### src/rtl/decode_pkg.sv
// Shared widths and types for the RV32I decode stage
// Major opcodes, register and SYSTEM instruction constants, reset PC
// Micro-operation encodings for ALU, CFU, LSU and writeback select

`default_nettype none

package decode_pkg;

    // ----------------------------------------------------------------------
    // Widths and basic types
    // ----------------------------------------------------------------------

    localparam int XLEN       = 32;               // Data and address width
    localparam int REG_ADDR_W = 5;                // 32 integer registers

    typedef logic [XLEN-1:0]       word_t;        // Data or address value
    typedef logic [31:0]           instr_t;       // Raw instruction word
    typedef logic [REG_ADDR_W-1:0] reg_addr_t;    // Register index

    localparam reg_addr_t REG_ZERO = 5'd0;        // x0, hardwired zero

    // ----------------------------------------------------------------------
    // Major opcodes, instr[6:0]
    // ----------------------------------------------------------------------

    localparam logic [6:0] OPC_LUI    = 7'b0110111;
    localparam logic [6:0] OPC_AUIPC  = 7'b0010111;
    localparam logic [6:0] OPC_JAL    = 7'b1101111;
    localparam logic [6:0] OPC_JALR   = 7'b1100111;
    localparam logic [6:0] OPC_BRANCH = 7'b1100011;
    localparam logic [6:0] OPC_LOAD   = 7'b0000011;
    localparam logic [6:0] OPC_STORE  = 7'b0100011;
    localparam logic [6:0] OPC_OP_IMM = 7'b0010011;
    localparam logic [6:0] OPC_OP     = 7'b0110011;
    localparam logic [6:0] OPC_SYSTEM = 7'b1110011;

    localparam logic [6:0] F7_BASE = 7'h00;       // Normal funct7
    localparam logic [6:0] F7_ALT  = 7'h20;       // SUB / SRA / SRAI

    // The only SYSTEM words this core accepts, matched as a whole
    localparam instr_t INSTR_ECALL  = 32'h0000_0073;
    localparam instr_t INSTR_EBREAK = 32'h0010_0073;
    localparam instr_t INSTR_MRET   = 32'h3020_0073;

    // ----------------------------------------------------------------------
    // Program counter
    // ----------------------------------------------------------------------

    localparam word_t PC_RESET_ADDR = 32'h1000_0000; // First fetch address
    localparam word_t INSTR_BYTES   = 32'd4;         // No compressed support

    // ----------------------------------------------------------------------
    // Micro-operation encodings
    // ----------------------------------------------------------------------

    typedef enum logic [3:0] {
        ALU_NONE, ALU_ADD, ALU_SUB, ALU_AND, ALU_OR, ALU_XOR,
        ALU_SLL, ALU_SRL, ALU_SRA, ALU_SLT, ALU_SLTU
    } alu_op_t;

    typedef enum logic [3:0] {
        CFU_NONE, CFU_BEQ, CFU_BNE, CFU_BLT, CFU_BGE, CFU_BLTU, CFU_BGEU,
        CFU_JAL, CFU_JALR, CFU_ECALL, CFU_EBREAK, CFU_MRET
    } cfu_op_t;

    typedef enum logic [1:0] {
        LSU_BYTE, LSU_HALF, LSU_WORD
    } lsu_size_t;

    typedef enum logic [1:0] {
        WB_NONE, WB_ALU, WB_LSU, WB_NPC
    } wb_sel_t;

endpackage

`default_nettype wire

### src/rtl/decode_stage.sv
// Decode and operand gather stage, RV32I
// Fetch and execute handshakes, trap generation, ALU operand muxes
// Instantiates the immediate decoder, uop decoder and PC tracker

`timescale 1ns/100ps
`default_nettype none

module decode_stage import decode_pkg::*; (
    input  wire            g_clk,                 // Global clock
    input  wire            g_resetn,              // Sync reset, active low

    input  wire            instr_valid_i,         // Fetch has an instruction
    input  wire instr_t    instr_i,               // Instruction word
    input  wire            fetch_err_i,           // Fetch bus error
    output logic           eat_o,                 // Instruction consumed

    input  wire            s2_ready_i,            // Execute can accept
    input  wire            cf_valid_i,            // Control flow change
    input  wire            cf_ack_i,              // Acked by fetch
    input  wire word_t     cf_target_i,           // Redirect destination

    output reg_addr_t      rs1_addr_o,            // Register file read port 1
    input  wire word_t     rs1_data_i,
    output reg_addr_t      rs2_addr_o,            // Register file read port 2
    input  wire word_t     rs2_data_i,

    output logic           s2_valid_o,            // Execute side valid
    output word_t          s2_pc_o,
    output word_t          s2_npc_o,
    output instr_t         s2_instr_o,
    output reg_addr_t      s2_rd_o,
    output word_t          s2_imm_o,
    output word_t          s2_rs1_data_o,
    output word_t          s2_rs2_data_o,
    output word_t          s2_alu_lhs_o,
    output word_t          s2_alu_rhs_o,
    output alu_op_t        s2_alu_op_o,
    output cfu_op_t        s2_cfu_op_o,
    output logic           s2_lsu_load_o,
    output logic           s2_lsu_store_o,
    output lsu_size_t      s2_lsu_size_o,
    output logic           s2_lsu_sext_o,
    output wb_sel_t        s2_wb_sel_o,
    output logic           s2_trap_o              // Illegal or fetch error
);

    logic alu_lhs_pc;
    logic alu_rhs_imm;
    logic illegal;

    // ----------------------------------------------------------------------
    // Handshakes and pass-through data
    // ----------------------------------------------------------------------

    assign eat_o      = instr_valid_i && s2_ready_i;
    assign s2_valid_o = instr_valid_i;

    assign s2_instr_o    = instr_i;
    assign s2_rs1_data_o = rs1_data_i;            // Already forwarded
    assign s2_rs2_data_o = rs2_data_i;

    assign s2_trap_o = illegal || fetch_err_i;

    // ALU operand select
    assign s2_alu_lhs_o = alu_lhs_pc  ? s2_pc_o  : rs1_data_i;
    assign s2_alu_rhs_o = alu_rhs_imm ? s2_imm_o : rs2_data_i;

    // ----------------------------------------------------------------------
    // Submodules
    // ----------------------------------------------------------------------

    imm_decoder i_imm_decoder (
        .instr_i       (instr_i),
        .imm_o         (s2_imm_o)
    );

    uop_decoder i_uop_decoder (
        .instr_i       (instr_i),
        .rs1_addr_o    (rs1_addr_o),
        .rs2_addr_o    (rs2_addr_o),
        .rd_o          (s2_rd_o),
        .alu_op_o      (s2_alu_op_o),
        .alu_lhs_pc_o  (alu_lhs_pc),
        .alu_rhs_imm_o (alu_rhs_imm),
        .cfu_op_o      (s2_cfu_op_o),
        .lsu_load_o    (s2_lsu_load_o),
        .lsu_store_o   (s2_lsu_store_o),
        .lsu_size_o    (s2_lsu_size_o),
        .lsu_sext_o    (s2_lsu_sext_o),
        .wb_sel_o      (s2_wb_sel_o),
        .illegal_o     (illegal)
    );

    pc_tracker i_pc_tracker (
        .g_clk         (g_clk),
        .g_resetn      (g_resetn),
        .advance_i     (eat_o),                   // PC moves with fetch
        .cf_valid_i    (cf_valid_i),
        .cf_ack_i      (cf_ack_i),
        .cf_target_i   (cf_target_i),
        .pc_o          (s2_pc_o),
        .npc_o         (s2_npc_o)
    );

endmodule

`default_nettype wire

### src/rtl/imm_decoder.sv
// Immediate decoder for RV32I
// Builds the I, S, B, U and J immediates and the shift amount,
// picks one by major opcode

`timescale 1ns/100ps
`default_nettype none

module imm_decoder import decode_pkg::*; (
    input  wire instr_t instr_i,                  // Instruction to decode
    output word_t       imm_o                     // Sign-extended immediate
);

    logic [6:0] opcode;
    logic       shift_imm;                        // SLLI / SRLI / SRAI
    word_t      imm_i;
    word_t      imm_s;
    word_t      imm_b;
    word_t      imm_u;
    word_t      imm_j;
    word_t      imm_shamt;

    assign opcode    = instr_i[6:0];
    assign shift_imm = (instr_i[13:12] == 2'b01); // funct3 001 or 101

    // ----------------------------------------------------------------------
    // Format immediates, all sign-extended from bit 31
    // ----------------------------------------------------------------------

    assign imm_i = {{(XLEN-12){instr_i[31]}}, instr_i[31:20]};

    assign imm_s = {{(XLEN-12){instr_i[31]}}, instr_i[31:25], instr_i[11:7]};

    assign imm_b = {{(XLEN-13){instr_i[31]}}, instr_i[31], instr_i[7],
                    instr_i[30:25], instr_i[11:8], 1'b0};

    assign imm_u = {instr_i[31:12], 12'b0};       // Low 12 bits cleared

    assign imm_j = {{(XLEN-21){instr_i[31]}}, instr_i[31], instr_i[19:12],
                    instr_i[20], instr_i[30:21], 1'b0};

    assign imm_shamt = {{(XLEN-5){1'b0}}, instr_i[24:20]}; // Zero-extended

    // ----------------------------------------------------------------------
    // Format select
    // ----------------------------------------------------------------------

    always_comb begin
        case (opcode)
            OPC_OP_IMM: begin
                if (shift_imm) begin
                    imm_o = imm_shamt;            // funct7 sits above shamt
                end else begin
                    imm_o = imm_i;
                end
            end
            OPC_JALR,
            OPC_LOAD:   imm_o = imm_i;
            OPC_STORE:  imm_o = imm_s;
            OPC_BRANCH: imm_o = imm_b;
            OPC_LUI,
            OPC_AUIPC:  imm_o = imm_u;
            OPC_JAL:    imm_o = imm_j;
            default:    imm_o = '0;               // No immediate
        endcase
    end

endmodule

`default_nettype wire

### src/rtl/pc_tracker.sv
// Program counter register for the decode stage
// Reset address, redirect on acknowledged control flow change,
// in-order advance and next PC

`timescale 1ns/100ps
`default_nettype none

module pc_tracker import decode_pkg::*; (
    input  wire        g_clk,                     // Global clock
    input  wire        g_resetn,                  // Sync reset, active low
    input  wire        advance_i,                 // Instruction consumed
    input  wire        cf_valid_i,                // Control flow change
    input  wire        cf_ack_i,                  // Change accepted by fetch
    input  wire word_t cf_target_i,               // Redirect destination
    output word_t      pc_o,                      // PC of current instr
    output word_t      npc_o                      // PC of following instr
);

    word_t pc_q;
    logic  redirect;

    assign redirect = cf_valid_i && cf_ack_i;

    assign npc_o = pc_q + INSTR_BYTES;
    assign pc_o  = pc_q;

    // Redirect wins over advance
    always_ff @(posedge g_clk) begin
        if (!g_resetn) begin
            pc_q <= PC_RESET_ADDR;
        end else if (redirect) begin
            pc_q <= cf_target_i;
        end else if (advance_i) begin
            pc_q <= npc_o;
        end
    end

endmodule

`default_nettype wire

### src/rtl/uop_decoder.sv
// Micro-operation decoder for RV32I
// Register addresses, ALU / CFU / LSU operations, operand selects,
// writeback select and illegal instruction detection

`timescale 1ns/100ps
`default_nettype none

module uop_decoder import decode_pkg::*; (
    input  wire instr_t instr_i,                  // Instruction to decode
    output reg_addr_t   rs1_addr_o,               // Source register 1
    output reg_addr_t   rs2_addr_o,               // Source register 2
    output reg_addr_t   rd_o,                     // Destination register
    output alu_op_t     alu_op_o,                 // ALU operation
    output logic        alu_lhs_pc_o,             // Left operand is PC
    output logic        alu_rhs_imm_o,            // Right operand is imm
    output cfu_op_t     cfu_op_o,                 // Control flow operation
    output logic        lsu_load_o,               // Memory read
    output logic        lsu_store_o,              // Memory write
    output lsu_size_t   lsu_size_o,               // Access width
    output logic        lsu_sext_o,               // Sign-extend load data
    output wb_sel_t     wb_sel_o,                 // Writeback source
    output logic        illegal_o                 // Unsupported encoding
);

    logic [6:0] opcode;
    logic [2:0] funct3;
    logic [6:0] funct7;
    logic       alt_allowed;                      // funct7 0x20 may appear
    logic       funct7_ok;
    logic       shift_imm;
    alu_op_t    funct_op;                         // Op from funct fields
    lsu_size_t  mem_size;

    assign opcode = instr_i[6:0];
    assign funct3 = instr_i[14:12];
    assign funct7 = instr_i[31:25];

    // ----------------------------------------------------------------------
    // Field checks and funct-selected operations
    // ----------------------------------------------------------------------

    assign alt_allowed = (funct3 == 3'b101) ||
                         (funct3 == 3'b000 && opcode == OPC_OP);
    assign funct7_ok   = (funct7 == F7_BASE) ||
                         (funct7 == F7_ALT && alt_allowed);
    assign shift_imm   = (funct3[1:0] == 2'b01);

    always_comb begin
        case (funct3)
            3'b000:  funct_op = (opcode == OPC_OP && funct7[5]) ? ALU_SUB : ALU_ADD;
            3'b001:  funct_op = ALU_SLL;
            3'b010:  funct_op = ALU_SLT;
            3'b011:  funct_op = ALU_SLTU;
            3'b100:  funct_op = ALU_XOR;
            3'b101:  funct_op = funct7[5] ? ALU_SRA : ALU_SRL;
            3'b110:  funct_op = ALU_OR;
            default: funct_op = ALU_AND;
        endcase
    end

    always_comb begin
        case (funct3[1:0])
            2'b00:   mem_size = LSU_BYTE;
            2'b01:   mem_size = LSU_HALF;
            default: mem_size = LSU_WORD;         // 11 is flagged below
        endcase
    end

    // ----------------------------------------------------------------------
    // Main decode
    // ----------------------------------------------------------------------

    always_comb begin
        rs1_addr_o    = instr_i[19:15];
        rs2_addr_o    = instr_i[24:20];
        rd_o          = instr_i[11:7];
        alu_op_o      = ALU_NONE;
        alu_lhs_pc_o  = 1'b0;
        alu_rhs_imm_o = 1'b0;
        cfu_op_o      = CFU_NONE;
        lsu_load_o    = 1'b0;
        lsu_store_o   = 1'b0;
        lsu_size_o    = LSU_BYTE;
        lsu_sext_o    = 1'b0;
        wb_sel_o      = WB_NONE;
        illegal_o     = 1'b0;
        case (opcode)
            OPC_LUI: begin
                rs1_addr_o    = REG_ZERO;         // x0 + imm
                alu_op_o      = ALU_ADD;
                alu_rhs_imm_o = 1'b1;
                wb_sel_o      = WB_ALU;
            end
            OPC_AUIPC: begin
                alu_op_o      = ALU_ADD;
                alu_lhs_pc_o  = 1'b1;             // PC + imm
                alu_rhs_imm_o = 1'b1;
                wb_sel_o      = WB_ALU;
            end
            OPC_JAL: begin
                cfu_op_o      = CFU_JAL;
                wb_sel_o      = WB_NPC;           // Link address
            end
            OPC_JALR: begin
                alu_op_o      = ALU_ADD;          // rs1 + imm target
                alu_rhs_imm_o = 1'b1;
                cfu_op_o      = CFU_JALR;
                wb_sel_o      = WB_NPC;
            end
            OPC_BRANCH: begin
                rd_o          = REG_ZERO;
                alu_op_o      = ALU_SUB;          // Compare by subtraction
                case (funct3)
                    3'b000:  cfu_op_o = CFU_BEQ;
                    3'b001:  cfu_op_o = CFU_BNE;
                    3'b100:  cfu_op_o = CFU_BLT;
                    3'b101:  cfu_op_o = CFU_BGE;
                    3'b110:  cfu_op_o = CFU_BLTU;
                    3'b111:  cfu_op_o = CFU_BGEU;
                    default: illegal_o = 1'b1;
                endcase
            end
            OPC_LOAD: begin
                alu_op_o      = ALU_ADD;          // Address generation
                alu_rhs_imm_o = 1'b1;
                lsu_load_o    = 1'b1;
                lsu_size_o    = mem_size;
                lsu_sext_o    = !funct3[2];       // LB / LH / LW
                wb_sel_o      = WB_LSU;
                illegal_o     = (funct3 == 3'b011) || (funct3[2:1] == 2'b11);
            end
            OPC_STORE: begin
                rd_o          = REG_ZERO;
                alu_op_o      = ALU_ADD;
                alu_rhs_imm_o = 1'b1;
                lsu_store_o   = 1'b1;
                lsu_size_o    = mem_size;
                illegal_o     = funct3[2] || (funct3[1:0] == 2'b11);
            end
            OPC_OP_IMM: begin
                alu_op_o      = funct_op;
                alu_rhs_imm_o = 1'b1;
                wb_sel_o      = WB_ALU;
                illegal_o     = shift_imm && !funct7_ok; // Only shifts carry funct7
            end
            OPC_OP: begin
                alu_op_o      = funct_op;
                wb_sel_o      = WB_ALU;
                illegal_o     = !funct7_ok;
            end
            OPC_SYSTEM: begin
                rd_o          = REG_ZERO;
                case (instr_i)
                    INSTR_ECALL:  cfu_op_o = CFU_ECALL;
                    INSTR_EBREAK: cfu_op_o = CFU_EBREAK;
                    INSTR_MRET:   cfu_op_o = CFU_MRET;
                    default:      illegal_o = 1'b1; // CSR ops not supported
                endcase
            end
            default: begin
                illegal_o     = 1'b1;             // Unknown opcode
            end
        endcase
    end

endmodule

`default_nettype wire

### config.mk
export PLATFORM = sky130hd
export DESIGN_NAME = decode_stage
export DESIGN_NICKNAME = d
export VERILOG_FILES = /design/src/rtl/decode_pkg.sv /design/src/rtl/decode_stage.sv /design/src/rtl/imm_decoder.sv /design/src/rtl/pc_tracker.sv /design/src/rtl/uop_decoder.sv
export SDC_FILE = /design/constraint.sdc
export NUM_CORES = 1
export LEC_CHECK = 0
export BUFFER_PORTS_ARGS = -buffer_cell sky130_fd_sc_hd__buf_2
export CAP_MARGIN = 0
export CORE_AREA = 2 2 164 166
export DETAILED_ROUTE_END_ITERATION = 8
export DIE_AREA = 0 0 166 168
export SYNTH_ARGS = -nofsm -noshare
export SYNTH_HDL_FRONTEND = slang
export SYNTH_HIERARCHICAL = 1
export SYNTH_SLANG_ARGS = --single-unit
### constraint.sdc
create_clock -name g_clk -period 3.3 [get_ports g_clk]
set_clock_uncertainty 0.15 [all_clocks]
set_input_delay 0.825 -clock g_clk [delete_from_list [all_inputs] [get_ports g_clk]]
set_output_delay 0.825 -clock g_clk [all_outputs]
set_load 0.01 [all_outputs]
==> results.py <==
metrics = {
    "status": {
        "outcome": "finished with violations",
        "violations": "negative setup slack",
    },
    "synthesis": {
        "syn_area_per_cell_um2": 8.22,
        "syn_area_mm2": 0.00540,
        "async_flop_share_pct": 0,
        "synth_largest_area_cell": "mux2_4",
        "synth_top_area_share_pct": 16.7,
        "ys_types": 74,
        "ys.flop_type": "dfxtp_1",
        "synth-edff-count": 0,
        "yosys_warnings": 6,
        "synth_fp_nets": 793,
        "synth_seq_cells": 32,
        "synth_area_leaders": "mux2_4, buf_4, dfxtp_1",
        "netlist_instances": 657,
        "yosysSeqAreaShare_pct": 11.9,
    },
    "clocking": {
        "tritoncts": "yes",
        "clkSlewWorstSetupHoldPaths_ns": 0.06,
        "clock_path_buffers": 2,
        "root_buffer": "clkbuf_16",
        "clkSinkCount": 32,
        "htreeDepth": 2,
        "hold_buffers": 0,
        "cts_buffers": 5,
        "insertion_delay_ns": 0.28,
    },
    "critical_path": {
        "reg2reg_depth": 6,
        "arrival_ns": 2.42,
        "critPathCaptureType": "primary output",
        "cp.required_ns": 2.32,
        "crit_type": "in -> out",
        "cp_max_fo": 2,
        "reg2reg_slack_ns": 1.20,
        "timing.rr.start": "i_pc_tracker/pc_o[22]",
        "cp-start-kind": "input port",
        "rr_endpoint": "i_pc_tracker/pc_o[28]",
    },
    "drt": {
        "drtIter0Drc": 321,
        "drc_errors": 0,
        "ant_nets": 0,
        "routed_via_density": 4.64,
        "vias": 6568,
        "wirelength_um": 27300,
        "dr.pass1.iters": 5,
        "wl_per_cell_um": 19.3,
    },
    "pwr": {
        "max-vdd-ir-drop_uv": 208,
        "switching_share_pct": 35.9,
        "p_leak_nw": 4.63,
        "switching_power_mw": 0.678,
        "pwr-share-comb_pct": 47.9,
        "pwr-share-seq_pct": 23.8,
        "power_mw": 1.89,
        "p_int_mw": 1.21,
        "pwr_density_cell_mw_per_mm2": 219,
        "clock_power_share_pct": 28.3,
    },
    "global_route": {
        "grt_pass1_vias": 6388,
        "grt_pass1_wl_um": 38700,
        "grt_max_degree": 28,
        "grt_antenna_before_repair": 1,
        "grt_usage_pct": 18.1,
        "gr-total-overflow": 0,
    },
    "sta": {
        "maxSlewHeadroom_pct": 63.4,
        "setup_violations": 2,
        "finalHoldViolCount": 0,
        "grt_setup_unrepaired": "yes",
        "worst_pin_slew_ns": 0.548,
        "final_max_slew_viol_count": 0,
        "max_freq_ghz": 0.294,
        "period_needed_ns": 3.40,
        "setup_slack_ns": -0.0963,
        "post-route-period-util_pct": 103,
    },
    "worst_hold_path": {
        "min_path_type": "reg -> reg",
        "holdPathEnd": "i_pc_tracker/pc_o[1]",
        "hold_start": "i_pc_tracker/pc_o[1]",
        "hold_path_depth": 2,
    },
    "cells_and_area": {
        "fillers": 2811,
        "seq_area_um2": 646,
        "finalNonFillerCells": 1415,
        "syn_to_final_growth_pct": 59.3,
        "multi_input_area_mm2": 0.00378,
        "largest_reg_flops": 32,
        "final_nets": 1208,
        "drive_above_1_share_pct": 63.5,
    },
    "floorplan": {
        "std_cell_rows": 60,
        "coreArea_mm2": 0.0264,
        "die_y_um": 168,
        "die_area_mm2": 0.0279,
        "dieWidth_um": 166,
        "start_util_pct": 20.5,
        "io_pins": 424,
    },
    "placement": {
        "place_ws_ns": -0.330,
        "portBuffers": 423,
        "place_hpwl_um": 22800,
        "gp_congestion": 0.926,
        "placedCellCount": 1391,
    },
    "run": {
        "maxCapViolations": 0,
    },
}
-- cell usage in the layout, fill, tap and decap left out, types with 4 or more instances in the layout --
cell type	n
and3_1	5
mux2_4	60
buf_12	5
buf_4	110
buf_2	384
a21oi_1	23
dfxtp_2	4
or3_1	6
nand3_2	4
nand2_1	53
xnor2_1	23
buf_6	54
inv_1	8
nor3_1	9
nor2b_1	7
nor3_4	4
dfxtp_1	28
a21o_1	20
nor4_1	6
and2_1	16
o211a_1	9
a22o_1	4
nand3_1	28
nand2b_1	5
clkbuf_16	5
nand4_1	20
xor2_1	30
nor2_1	25
o21ai_0	29
mux2i_1	4
mux2_2	5
-- what timing repair did --
action / in CTS / in global routing
buffers inserted: 10 / 3
endpoints found under the setup margin: 78 / 76
cloned: 4 / 0
resized for setup: 50 / 54
pin swaps: 15 / 9
hold endpoints to repair: 0 / 0
-- synth_stat cells (all sizes together), types with 8 or more instances --
master / instances
nand2: 57
inv: 8
xnor2: 23
nand4: 22
nor3: 16
nor2: 28
nor4: 11
o21ai: 30
buf: 129
nor2b: 8
and2: 16
xor2: 30
mux2: 65
clkbuf: 20
dfxtp: 32
a21oi: 23
o211a: 9
nand3: 32
a21o: 20
-- how the worst max path moves through the flow --
stage          slack (ns)              end        start  depth (start not counted)
2_1_floorplan       0.004  s2_alu_rhs_o[0]   instr_i[2]                          8
3_3_place_gp        -0.28        s2_trap_o  instr_i[25]                          7
3_5_place_dp        -0.33        s2_trap_o  instr_i[25]                          7
4_1_cts              -0.1        s2_trap_o   instr_i[6]                          7
5_1_grt             -0.14        s2_trap_o   instr_i[6]                          7
6_report             -0.1        s2_trap_o   instr_i[6]                          7
-- cells by family after synthesis --
group | after synthesis | synth area share (%)
AO/OA/AOI/OAI | 113 | 14.8
buffers and inverters | 157 | 21.0
AND/OR/NAND/NOR | 232 | 25.1
multiplexers | 69 | 18.5
XOR/XNOR | 53 | 8.59
adder cells (fa/ha/maj) | 1 | 0.232
flip-flops | 32 | 11.9
-- layer usage --
| metal | track usage, % | share of wire, % | up-vias |
|---|---|---|---|
| met5 | 0 | 0 | - |
| met4 | 8.92 | 4.9 | 0 |
| met3 | 3.06 | 6.3 | 49 |
| met2 | 35.8 | 54 | 352 |
| met1 | 18.2 | 35 | 3101 |
| li1 | - | - | 3066 |
-- critical path, stage by stage --
cell and delay (ns):
buf_6 0.10, or3_1 0.38, or4_4 0.44, nor3_4 0.13
o221ai_2 0.15, or2_4 0.28, buf_6 0.12
-- per-stage QoR --
step	util [%]	TNS (ns)	hold WS [ns]	cell area, µm²
2_1_floorplan	-	0	0.350	5400
3_3_place_gp	29.6	-6.91	0.337	7790
3_5_place_dp	29.6	-7.54	0.349	7790
4_1_cts	31.8	-0.116	0.352	8380
5_1_grt	32.7	-1.51	0.377	8600
6_report	32.7	-0.102	0.348	8610
-- area by class of cell --
| cell class | count | area share (%) |
|---|---|---|
| multi-input cells | 468 | 43.9 |
| well taps | 341 | 4.96 |
| repair buffers | 557 | 41.3 |
| diodes | 1 | 0.0291 |
| clock buffers | 5 | 1.45 |
| flip-flops and latches | 32 | 7.50 |
| inverters | 8 | 0.349 |
| clock inverters | 3 | 0.494 |
-- power groups by stage --
stage          sequential, mW  combinational [mW]  clock, mW
3_5_place_dp            0.457               0.841          0
5_1_grt                 0.453               0.965      0.566
2_1_floorplan           0.469               0.446          0
6_report                0.450               0.904      0.535
3_3_place_gp            0.457               0.839          0
4_1_cts                 0.448               0.873      0.548
No activity file was read; power rests on OpenSTA's default activity.
